===== src/hw/cpuPkg.sv =====
`default_nettype none

package cpuPkg;

    ////////////////////////////////////////////////////////////
    // Widths and fixed addresses
    ////////////////////////////////////////////////////////////

    // Data and address share one width
    localparam int dataWidth = 8;

    typedef logic [dataWidth-1:0] byte_t;

    // ROM slots holding the thread start address per irq line
    localparam byte_t vecIrq0 = 8'hFF;
    localparam byte_t vecIrq1 = 8'hFE;

    // Address parked on the bus between accesses
    localparam byte_t busIdleAddr = 8'hFF;

    ////////////////////////////////////////////////////////////
    // Instruction fields
    ////////////////////////////////////////////////////////////

    // Low nibble of an opcode byte
    typedef enum logic [3:0] {
        loadA    = 4'h0,
        loadB    = 4'h1,
        storeA   = 4'h2,
        storeB   = 4'h3,
        mathsA   = 4'h4,
        mathsB   = 4'h5,
        branch   = 4'h6,
        gotoAddr = 4'h7,
        gotoIdle = 4'h8
    } opClass_t;

    // High nibble, the ALU function
    // Compares give 1 when true, 0 otherwise
    typedef enum logic [3:0] {
        add         = 4'h0,
        sub         = 4'h1,
        mul         = 4'h2,
        shiftLeftA  = 4'h3,
        shiftRightA = 4'h4,
        incA        = 4'h5,
        incB        = 4'h6,
        decA        = 4'h7,
        decB        = 4'h8,
        cmpEq       = 4'h9,
        cmpGt       = 4'hA,
        cmpLt       = 4'hB
    } aluOp_t;

    typedef struct packed {
        aluOp_t   aluOp;
        opClass_t opClass;
    } instr_t;

    // One ROM byte, read either as an opcode or as an operand address
    typedef union packed {
        instr_t instr;
        byte_t  addr;
    } romWord_t;

    ////////////////////////////////////////////////////////////
    // Bus request and datapath control
    ////////////////////////////////////////////////////////////

    typedef struct packed {
        byte_t addr;
        byte_t wrData;
        logic  we;
    } busReq_t;

    typedef struct packed {
        logic loadAFromBus;
        logic loadBFromBus;
        logic loadAFromAlu;
        logic loadBFromAlu;
        logic latchReadAddr;
        logic latchWrite;
        logic writeFromB;
    } dpCtrl_t;

endpackage

`default_nettype wire

===== src/hw/cpuTop.sv =====
`timescale 1ns/1ps
`default_nettype none

module cpuTop (
    input  wire                   CLK,
    input  wire                   RESET,
    input  wire cpuPkg::romWord_t romData,
    input  wire cpuPkg::byte_t    busRdData,
    input  wire [1:0]             irqRaise,
    output cpuPkg::byte_t         romAddr,
    output cpuPkg::busReq_t       busReq,
    output logic [1:0]            irqAck
);
    import cpuPkg::*;

    // Sequencer to datapath
    dpCtrl_t ctrl;

    // Compare result back for branches
    byte_t aluResult;

    ////////////////////////////////////////////////////////////
    // Control
    ////////////////////////////////////////////////////////////

    cpuSequencer sequencerInst (
        .CLK       (CLK),
        .RESET     (RESET),
        .romData   (romData),
        .aluResult (aluResult),
        .irqRaise  (irqRaise),
        .romAddr   (romAddr),
        .irqAck    (irqAck),
        .ctrl      (ctrl)
    );

    ////////////////////////////////////////////////////////////
    // Registers, ALU and bus
    ////////////////////////////////////////////////////////////

    cpuDatapath datapathInst (
        .CLK       (CLK),
        .RESET     (RESET),
        .romData   (romData),
        .busRdData (busRdData),
        .ctrl      (ctrl),
        .aluResult (aluResult),
        .busReq    (busReq)
    );

endmodule

`default_nettype wire


===== src/hw/cpuSequencer.sv =====
`timescale 1ns/1ps
`default_nettype none

module cpuSequencer (
    input  wire                   CLK,
    input  wire                   RESET,
    input  wire cpuPkg::romWord_t romData,
    input  wire cpuPkg::byte_t    aluResult,
    input  wire [1:0]             irqRaise,
    output cpuPkg::byte_t         romAddr,
    output logic [1:0]            irqAck,
    output cpuPkg::dpCtrl_t       ctrl
);
    import cpuPkg::*;

    // One pipeline of states per instruction class
    typedef enum logic [4:0] {
        stIdle,
        stThread0,
        stThread1,
        stThread2,
        stDecode,
        stLoadA,
        stLoadB,
        stLoad0,
        stLoad1,
        stLoad2,
        stStoreA,
        stStoreB,
        stStore0,
        stMathsA,
        stMathsB,
        stMaths0,
        stBranch,
        stBranch0,
        stBranch1,
        stGoto,
        stGoto0,
        stGoto1,
        stGotoIdle
    } seqState_t;

    seqState_t state;
    seqState_t nextState;

    // Program counter plus offset into the current instruction
    byte_t      pc;
    byte_t      nextPc;
    logic [1:0] pcOffset;
    logic [1:0] nextOffset;

    // Load target, 0 for A and 1 for B
    logic regSel;
    logic nextRegSel;

    // Compare outcome held until the target byte is on the ROM
    logic branchTaken;
    logic nextTaken;

    logic [1:0] nextIrqAck;

    assign romAddr = pc + byte_t'(pcOffset);

    ////////////////////////////////////////////////////////////
    // State registers
    ////////////////////////////////////////////////////////////

    always_ff @(posedge CLK) begin
        if (RESET) begin
            state       <= stIdle;
            pc          <= '0;
            pcOffset    <= 2'd0;
            regSel      <= 1'b0;
            branchTaken <= 1'b0;
            irqAck      <= 2'b00;
        end else begin
            state       <= nextState;
            pc          <= nextPc;
            pcOffset    <= nextOffset;
            regSel      <= nextRegSel;
            branchTaken <= nextTaken;
            irqAck      <= nextIrqAck;
        end
    end

    ////////////////////////////////////////////////////////////
    // Next state
    ////////////////////////////////////////////////////////////

    always_comb begin
        // Hold by default, offset falls back to the opcode byte
        nextState  = state;
        nextPc     = pc;
        nextOffset = 2'd0;
        nextRegSel = regSel;
        nextTaken  = branchTaken;
        nextIrqAck = 2'b00;

        case (state)
            // Wait for a wake-up, line 0 wins
            stIdle: begin
                if (irqRaise[0]) begin
                    nextState  = stThread0;
                    nextPc     = vecIrq0;
                    nextIrqAck = 2'b01;
                end else if (irqRaise[1]) begin
                    nextState  = stThread0;
                    nextPc     = vecIrq1;
                    nextIrqAck = 2'b10;
                end
            end

            stThread0: nextState = stThread1;

            // Vector byte is on the ROM now
            stThread1: begin
                nextPc    = romData.addr;
                nextState = stThread2;
            end

            stThread2: nextState = stDecode;

            // Two-byte classes point the offset at their operand
            stDecode: begin
                case (romData.instr.opClass)
                    loadA: begin
                        nextState  = stLoadA;
                        nextOffset = 2'd1;
                    end
                    loadB: begin
                        nextState  = stLoadB;
                        nextOffset = 2'd1;
                    end
                    storeA: begin
                        nextState  = stStoreA;
                        nextOffset = 2'd1;
                    end
                    storeB: begin
                        nextState  = stStoreB;
                        nextOffset = 2'd1;
                    end
                    mathsA:   nextState = stMathsA;
                    mathsB:   nextState = stMathsB;
                    branch:   nextState = stBranch;
                    gotoAddr: begin
                        nextState  = stGoto;
                        nextOffset = 2'd1;
                    end
                    gotoIdle: nextState = stGotoIdle;
                    // Unknown opcode stalls here
                    default:  nextState = stDecode;
                endcase
            end

            ////////////////////////////////////////////////////////////
            // Load, address issued now, data back three cycles on
            stLoadA: begin
                nextRegSel = 1'b0;
                nextState  = stLoad0;
            end
            stLoadB: begin
                nextRegSel = 1'b1;
                nextState  = stLoad0;
            end
            stLoad0: begin
                nextPc    = pc + 8'd2;
                nextState = stLoad1;
            end
            stLoad1: nextState = stLoad2;
            stLoad2: nextState = stDecode;

            ////////////////////////////////////////////////////////////
            // Store, write strobe goes out the cycle after
            stStoreA, stStoreB: begin
                nextPc    = pc + 8'd2;
                nextState = stStore0;
            end
            stStore0: nextState = stDecode;

            ////////////////////////////////////////////////////////////
            // Maths, result saved this cycle
            stMathsA, stMathsB: begin
                nextPc    = pc + 8'd1;
                nextState = stMaths0;
            end
            stMaths0: nextState = stDecode;

            ////////////////////////////////////////////////////////////
            // Branch, compare opcode still on the ROM
            stBranch: begin
                nextTaken  = (aluResult == 8'd1);
                nextOffset = 2'd1;
                nextState  = stBranch0;
            end
            // Target byte now visible
            stBranch0: begin
                if (branchTaken) begin
                    nextPc    = romData.addr;
                    nextState = stBranch1;
                end else begin
                    // Skip the target byte
                    nextPc    = pc + 8'd2;
                    nextState = stDecode;
                end
            end
            stBranch1: nextState = stDecode;

            ////////////////////////////////////////////////////////////
            // Goto, keep pointing at the operand one more cycle
            stGoto: begin
                nextOffset = 2'd1;
                nextState  = stGoto0;
            end
            stGoto0: begin
                nextPc    = romData.addr;
                nextState = stGoto1;
            end
            stGoto1: nextState = stDecode;

            stGotoIdle: nextState = stIdle;

            default: nextState = stIdle;
        endcase
    end

    ////////////////////////////////////////////////////////////
    // Datapath control, decoded from state
    ////////////////////////////////////////////////////////////

    always_comb begin
        ctrl               = '0;
        ctrl.loadAFromBus  = (state == stLoad2) && !regSel;
        ctrl.loadBFromBus  = (state == stLoad2) && regSel;
        ctrl.loadAFromAlu  = (state == stMathsA);
        ctrl.loadBFromAlu  = (state == stMathsB);
        ctrl.latchReadAddr = (state == stLoadA) || (state == stLoadB);
        ctrl.latchWrite    = (state == stStoreA) || (state == stStoreB);
        ctrl.writeFromB    = (state == stStoreB);
    end

endmodule

`default_nettype wire


===== src/hw/cpuDatapath.sv =====
`timescale 1ns/1ps
`default_nettype none

module cpuDatapath (
    input  wire                   CLK,
    input  wire                   RESET,
    input  wire cpuPkg::romWord_t romData,
    input  wire cpuPkg::byte_t    busRdData,
    input  wire cpuPkg::dpCtrl_t  ctrl,
    output cpuPkg::byte_t         aluResult,
    output cpuPkg::busReq_t       busReq
);
    import cpuPkg::*;

    // Working registers
    byte_t regA;
    byte_t regB;

    // Registered bus request fields
    byte_t busAddr;
    byte_t busWrData;
    logic  busWe;

    ////////////////////////////////////////////////////////////
    // ALU
    ////////////////////////////////////////////////////////////

    // Opcode nibble taken straight off the ROM word
    cpuAlu cpuAluInst (
        .regA      (regA),
        .regB      (regB),
        .aluOp     (romData.instr.aluOp),
        .aluResult (aluResult)
    );

    ////////////////////////////////////////////////////////////
    // Registers A and B
    ////////////////////////////////////////////////////////////

    always_ff @(posedge CLK) begin
        if (RESET) begin
            regA <= '0;
            regB <= '0;
        end else begin
            // Bus data lands at the end of a load
            if (ctrl.loadAFromBus) begin
                regA <= busRdData;
            end else if (ctrl.loadAFromAlu) begin
                regA <= aluResult;
            end

            if (ctrl.loadBFromBus) begin
                regB <= busRdData;
            end else if (ctrl.loadBFromAlu) begin
                regB <= aluResult;
            end
        end
    end

    ////////////////////////////////////////////////////////////
    // Bus request
    ////////////////////////////////////////////////////////////

    // Address comes from the operand byte of a load or store
    // Otherwise the bus parks on the idle address
    always_ff @(posedge CLK) begin
        if (RESET) begin
            busAddr <= busIdleAddr;
            busWe   <= 1'b0;
        end else begin
            if (ctrl.latchReadAddr || ctrl.latchWrite) begin
                busAddr <= romData.addr;
            end else begin
                busAddr <= busIdleAddr;
            end
            // Single-cycle write strobe
            busWe <= ctrl.latchWrite;
        end
    end

    // Store data, sampled with the write strobe
    always_ff @(posedge CLK) begin
        if (ctrl.latchWrite) begin
            busWrData <= ctrl.writeFromB ? regB : regA;
        end
    end

    always_comb begin
        busReq.addr   = busAddr;
        busReq.wrData = busWrData;
        busReq.we     = busWe;
    end

endmodule

`default_nettype wire


===== src/hw/cpuAlu.sv =====
`timescale 1ns/1ps
`default_nettype none

module cpuAlu (
    input  wire cpuPkg::byte_t  regA,
    input  wire cpuPkg::byte_t  regB,
    input  wire cpuPkg::aluOp_t aluOp,
    output cpuPkg::byte_t       aluResult
);
    import cpuPkg::*;

    // Compare flags before widening to a byte
    logic eqFlag;
    logic gtFlag;
    logic ltFlag;

    assign eqFlag = (regA == regB);
    assign gtFlag = (regA > regB);
    assign ltFlag = (regA < regB);

    always_comb begin
        case (aluOp)
            add:         aluResult = regA + regB;
            sub:         aluResult = regA - regB;
            // Low byte of the product
            mul:         aluResult = regA * regB;
            shiftLeftA:  aluResult = regA << 1;
            shiftRightA: aluResult = regA >> 1;
            incA:        aluResult = regA + 8'd1;
            incB:        aluResult = regB + 8'd1;
            decA:        aluResult = regA - 8'd1;
            decB:        aluResult = regB - 8'd1;
            // Branch conditions that the sequencer tests for exactly 1
            cmpEq:       aluResult = {{(dataWidth-1){1'b0}}, eqFlag};
            cmpGt:       aluResult = {{(dataWidth-1){1'b0}}, gtFlag};
            cmpLt:       aluResult = {{(dataWidth-1){1'b0}}, ltFlag};
            // Unused codes pass A through
            default:     aluResult = regA;
        endcase
    end

endmodule

`default_nettype wire


===== config.mk =====
export PLATFORM = sky130hd
export DESIGN_NAME = cpuTop
export DESIGN_NICKNAME = d
export VERILOG_FILES = /design/src/hw/cpuPkg.sv /design/src/hw/cpuTop.sv /design/src/hw/cpuSequencer.sv /design/src/hw/cpuDatapath.sv /design/src/hw/cpuAlu.sv
export SDC_FILE = /design/constraint.sdc
export NUM_CORES = 1
export LEC_CHECK = 0
export BUFFER_PORTS_ARGS = -buffer_cell sky130_fd_sc_hd__buf_2
export CAP_MARGIN = 0
export CORE_AREA = 3 3 101 103
export CTS_BUF_LIST = sky130_fd_sc_hd__clkbuf_8 sky130_fd_sc_hd__clkbuf_16
export CTS_CLUSTER_DIAMETER = 200
export DETAILED_ROUTE_END_ITERATION = 7
export DIE_AREA = 0 0 104 106
export GPL_ROUTABILITY_DRIVEN = 0
export PLACE_DENSITY = 0.79
export SLEW_MARGIN = 5
export SYNTH_ARGS = -nofsm -noshare
export SYNTH_HDL_FRONTEND = slang
export SYNTH_SLANG_ARGS = --single-unit

===== constraint.sdc =====
create_clock -name CLK -period 5.7 [get_ports CLK]
set_input_delay 1.14 -clock CLK [delete_from_list [all_inputs] [get_ports CLK]]
set_output_delay 1.14 -clock CLK [all_outputs]
set_load 0.02 [all_outputs]

# After elaboration in Yosys (flattened, before gate mapping)
# Index checks and enable logic that the tools add are counted.
[word_totals]
reg_bits = 52
latch_bits = 0
ramBits = 0
mem_bits_ro = 0
inputBits = 20
output_inout_bits = 27
mem_count = 0
[op_classes]
n_addsub = 9
n_mul = 1
n_div = 0
magnitude_cmp = 2
n_eq_ne = 43
shifts = 0
n_mux = 20
bitwise_logic = 2
n_reduce_logical = 25
[op_table]
columns = ["op", "n"]
rows = [
  ["$pmux W8 S12", 1],
  ["$pmux W5 S14", 1],
  ["$mux W8", 8],
  ["$pmux W5 S9", 1],
  ["$eq A5 B4 Y1 const B", 8],
  ["$pmux W8 S5", 1],
  ["$eq A4 B3 Y1 const B", 8],
  ["$eq A5 B5 Y1 const B", 6],
  ["$add A8 B1 Y8 const B", 3],
  ["$eq A4 B4 Y1 const B", 5],
  ["$eq A5 B3 Y1 const B", 4],
  ["$eq A4 B2 Y1 const B", 4],
  ["$sub A8 B1 Y8 const B", 2],
  ["$mux W5", 3],
  ["$reduce_or A2 Y1", 7],
  ["$eq A5 B2 Y1 const B", 2],
  ["$add A8 B2 Y8", 1],
  ["$add A8 B2 Y8 const B", 1],
  ["$add A8 B8 Y8", 1],
  ["$eq A4 B1 Y1 const B", 2],
  ["$eq A8 B1 Y1 const B", 1],
  ["$eq A8 B8 Y1", 1],
  ["$gt A8 B8 Y1", 1],
  ["$logic_not A4 Y1", 2],
  ["other kinds (20)", 28],
]

# Longest topological paths before layout
[depth]
word_depth = 5
ltp_mapped = 18
ltp_nobuf = 18

# Hierarchy
# Synthesis repeated with hierarchy kept, for this count alone.
[unflattened]
cells_unflattened = 683
area_unflattened_um2 = 5606.6
[by_module_without_submodules]
columns = ["mod", "n_inst", "cells_per_inst", "area_each_um2", "seq_area_each_um2"]
rows = [
  ["cpuAlu", 1, 357, 2620.0, 0.0],
  ["cpuSequencer", 1, 219, 1647.8, 360.3],
  ["cpuDatapath", 1, 107, 1338.8, 740.7],
]

# Least setup slack after synthesis
# Ideal clock, no wire load.
[synth_timing]
path_kind = "reg-to-reg"
start = "register datapathInst.regA[1]"
end = "register sequencerInst.branchTaken"
setup_time_ns = 0.092
arrival_time_ns = 4.624
required_time_ns = 5.608
setup_slack_ns = 0.984
stages_incl_launch_ff = 17
cell_sequence = "dfxtp_1 clkbuf_1 nand2_1 fa_1 fa_1 inv_1 fa_1 inv_1 fa_1 inv_1 ha_1 a21oi_1 xnor3_1 xnor3_1 a222oi_1 a31oi_1 o32ai_1"
[synth_between]
elab_chain_cells = 3
[synth_lines]
columns = ["item", "line_no", "rtl"]
rows = [
  ["from (decl)", "cpuDatapath.sv:16", "byte_t regA;"],
  ["from (signal assigned)", "cpuDatapath.sv:47", "regA <= busRdData;"],
  ["from (signal assigned)", "cpuDatapath.sv:49", "regA <= aluResult;"],
  ["$mul A8 B8 Y8 (tied with other cells)", "cpuAlu.sv:26", "mul: aluResult = regA * regB;"],
  ["$pmux W8 S12 *", "cpuAlu.sv:22", "case (aluOp)"],
  ["$eq A8 B1 Y1 *", "cpuSequencer.sv:191", "nextTaken = (aluResult == 8'd1);"],
  ["to (signal assigned)", "cpuSequencer.sv:81", "branchTaken <= nextTaken;"],
  ["to (decl)", "cpuSequencer.sv:57", "logic branchTaken;"],
]
# Mark *: on every way between the ends. The rest lies on a longest branch, timed or not.
# A chain may end at the register's enable or synchronous reset.

# Worst setup path after layout
[layout_timing]
start = "register datapathInst.regA[2]"
end = "register sequencerInst.branchTaken"
# The elaborated chain is that of the path after synthesis.

==> impl_results.md <==
* Clock Skew at 0.01464 ns
* Met2 global-route usage at 41.55%
* ANT nets after route at 0
* Rel. slew slack at 28.99%
* Wire per inst at 17.72 um
* Cell family with most CP delay: adder cells
* Synthesized area per cell at a little under 8 um^2
* Setup Viol. Count Final at 0
* Die H at 106 um
* Count leader, synth: nor2_1
* WP depth at 15
* Total CTS buffers at 5
* 1st-iter DRT viols at between 400 and 500
* CTS Sinks at 51
* Status: finished, final reports clean
* Buffer count from post-CTS setup fixing at 0
* Layout net count at 775
* Fill count at 852
* Yosys top cell by area: dfxtp_1
* Synth Net Count at 756
* Leakage at ~2.3 nW
* Prevailing post-synth register cell: dfxtp_1
* Total GRT Usage at 26.19%
* Post-synth EDFFs at 8
* Final TNS setup at 0 ns
* CP required at between 5 and 6 ns
* Worst path arrival time at about 5.3 ns
* Worst Path Buf+Inv at 3
* Initial antenna violation count at 0
* Post-synth ARST share at 0%
* Vias per cell at 6.263
* CTS H-tree depth at 2
* Area fraction of the dominant cell type after synthesis at 16.57%
* Top cells by area, synth: dfxtp_1, ha_1, fa_1
* Seq/Total Area, Yosys at 21.20%
* R2r worst-path depth at 15
* Worst Hold Class: reg2reg
* Die area at approximately 11000 um^2
* Maxcap violations at 0
* Ant. Diodes at 0
* Largest net degree at the start of global routing at 38
* Worst R2R End: sequencerInst.branchTaken$_SDFFE_PP0P_
* Clock root buffer: clkbuf_8
* Cell variety after synth at 69
* DRT Pass-1 Iters at 7
* Drt total wl at 14.60 mm
* Core area at approximately 9300 um^2
* TritonCTS clock tree: yes
* Synth top cells by count: nor2_1, nand2_1, a21oi_1
* Max-slew violation count at 0
* Cell Area, Synth at just over 5000 um^2
* Ys Warns at 0
* Clock buffer depth at 2
* Measured slew at the worst slew-check pin at approximately 1.1 ns
* Crit-path max cell delay at just under 0.8 ns
* Kind of end point of the critical path: flop
* Layout cells sized above 1 at a little under a tenth
* DR vias at 5161
* Origin of the critical flop-to-flop path: datapathInst.regA[2]$_SDFFE_PP0P_
* CTS clock-pin slew for the worst setup and hold paths at between 0.1 and 0.15 ns
* Hold endpoint: sequencerInst.pc[7]$_SDFFE_PP0P_
* CP max-delay cell: dfxtp_1
* Tmin final at 5.038 ns
* Worst Hold Depth at 2
* Initial Utilization at 55.94%
* FMAX at 198.5 MHz
* First-pass GRT wire length at 23.95 mm
* Cell mode on critical path: fa_1
* Worst path cell trace: nand2_1 -> fa_1 -> fa_1 -> inv_1 -> fa_1 -> inv_1 -> fa_1 -> inv_1 -> ha_1 -> a21oi_1 -> xnor3_1 -> xnor3_1 -> a222oi_1 -> a31oi_1 -> o32ai_1
* Vias in the first global route at 4832
* Synth Instances at 675
* Gr busiest metal: met2
* Post-CTS Hold Buffers at 0
* Tcrit/Tclk final at 88.38%
* Peak VDD IR at around 150 uV
* Hpwl dp at 11.05 mm
* GRT overflow at 0
* RSZ-0062 raised after global routing: false
* Clock Latency Late Sink at 0.31 ns
* Endpoints failing hold at 0
* Worst hold margin at 0.5587 ns
* Hold Path Origin: sequencerInst.pc[7]$_SDFFE_PP0P_
* Post_cts resized at 0
* R2R setup slack at 0.66 ns
* Area delta synth->final at 6.866%
* Remaining DRCs at 0
* Std cell rows at 35
* GR Util met1 at between 30 and 40%
* Ports at 47
* Critical path launch point type: flop
* Met3 usage at around 5.7%
* Flops & latches, synth at 51
* Crit-path max FO at 17
* Critical path class: reg2reg
* PD cells at 161.9 nW/um^2
* Die X at around 100 um
* PortBufs at 46
-- cell type report --
cell class | count | area, um^2 | share of cell area (%)
Multi-Input combinational cell | 535 | 3732 | 67.25
Clock buffer | 5 | 68.82 | 1.240
Clock inverter | 3 | 27.53 | 0.4959
Sequential cell | 51 | 1101 | 19.84
Timing Repair Buffer | 52 | 275.3 | 4.959
Tap cell | 129 | 161.4 | 2.908
Inverter | 49 | 183.9 | 3.314
-- tightest hold or removal path, stage by stage (launching register included) --
cell and delay [ns]:
dfxtp_1 0.37, nor2_1 0.11, nor3_1 0.05
-- per-stage QoR --
step           power, mW  utilization (%)  worst slack [ns]  area, um^2  instances
2_1_floorplan     0.6126                -            0.9836        5194        675
3_3_place_gp      0.6662            58.75            0.8383        5454        816
5_1_grt           0.9427            59.78            0.4121        5550        824
3_5_place_dp      0.6756            58.75            0.6976        5454        816
4_1_cts           0.8974            59.78            0.6691        5550        824
6_report          0.8985            59.78            0.6622        5550        824
-- report_power, final --
part	internal [mW]	switching (mW)	total [mW]	leakage, nW
clock	0.0913	0.133	0.224	0.0467
sequential	0.384	0.0417	0.426	0.434
combinational	0.0976	0.150	0.248	1.87
-- layer usage --
layer	vias up	share of wire [%]
met5	-	0
met4	0	3.1
met3	54	9.9
met2	280	45
met1	2390	42
li1	2437	-
-- flip-flops by register name, indices dropped and copies added, names as in the netlist --
register	flops
datapathInst.regB	8
datapathInst.regA	8
datapathInst.busWe	1
sequencerInst.irqAck	2
sequencerInst.branchTaken	1
datapathInst.busAddr	8
sequencerInst.regSel	1
sequencerInst.pc	8
datapathInst.busWrData	8
sequencerInst.pcOffset	1
sequencerInst.state	5
-- layout by cell type, fill, tap and decap left out, types with 9 or more instances in the layout --
| cell type | n |
|---|---|
| and2_1 | 9 |
| nand2b_1 | 19 |
| nor3_1 | 20 |
| nor2_1 | 69 |
| inv_1 | 48 |
| fa_1 | 15 |
| o22ai_1 | 11 |
| ha_1 | 46 |
| a22oi_1 | 19 |
| buf_2 | 46 |
| xnor2_1 | 27 |
| xor2_1 | 13 |
| o21ai_0 | 28 |
| nand3_1 | 9 |
| a21oi_1 | 57 |
| nor2b_1 | 10 |
| nand2_1 | 67 |
| dfxtp_1 | 43 |
-- kinds of logic (layout without fill, tap and decap cells) --
family | Yosys count | after routing | synth area share, %
flip-flops | 51 | 51 | 21.20
XOR/XNOR | 42 | 42 | 7.613
AND/OR/NAND/NOR | 240 | 240 | 22.74
multiplexers | 5 | 5 | 0.9637
buffers and inverters | 89 | 109 | 6.938
adder cells (fa/ha/maj) | 61 | 61 | 16.86
AO/OA/AOI/OAI | 187 | 187 | 23.68
-- worst max-delay path by stage --
stage / start / end / slack [ns]
2_1_floorplan: datapathInst.regA[1]$_SDFFE_PP0P_ / sequencerInst.branchTaken$_SDFFE_PP0P_ / 0.98
3_3_place_gp: datapathInst.regA[2]$_SDFFE_PP0P_ / sequencerInst.branchTaken$_SDFFE_PP0P_ / 0.84
3_5_place_dp: datapathInst.regA[2]$_SDFFE_PP0P_ / sequencerInst.branchTaken$_SDFFE_PP0P_ / 0.70
4_1_cts: datapathInst.regA[2]$_SDFFE_PP0P_ / sequencerInst.branchTaken$_SDFFE_PP0P_ / 0.67
5_1_grt: datapathInst.regA[2]$_SDFFE_PP0P_ / sequencerInst.branchTaken$_SDFFE_PP0P_ / 0.41
6_report: datapathInst.regA[2]$_SDFFE_PP0P_ / sequencerInst.branchTaken$_SDFFE_PP0P_ / 0.66
No activity file was read; power rests on OpenSTA's default activity.
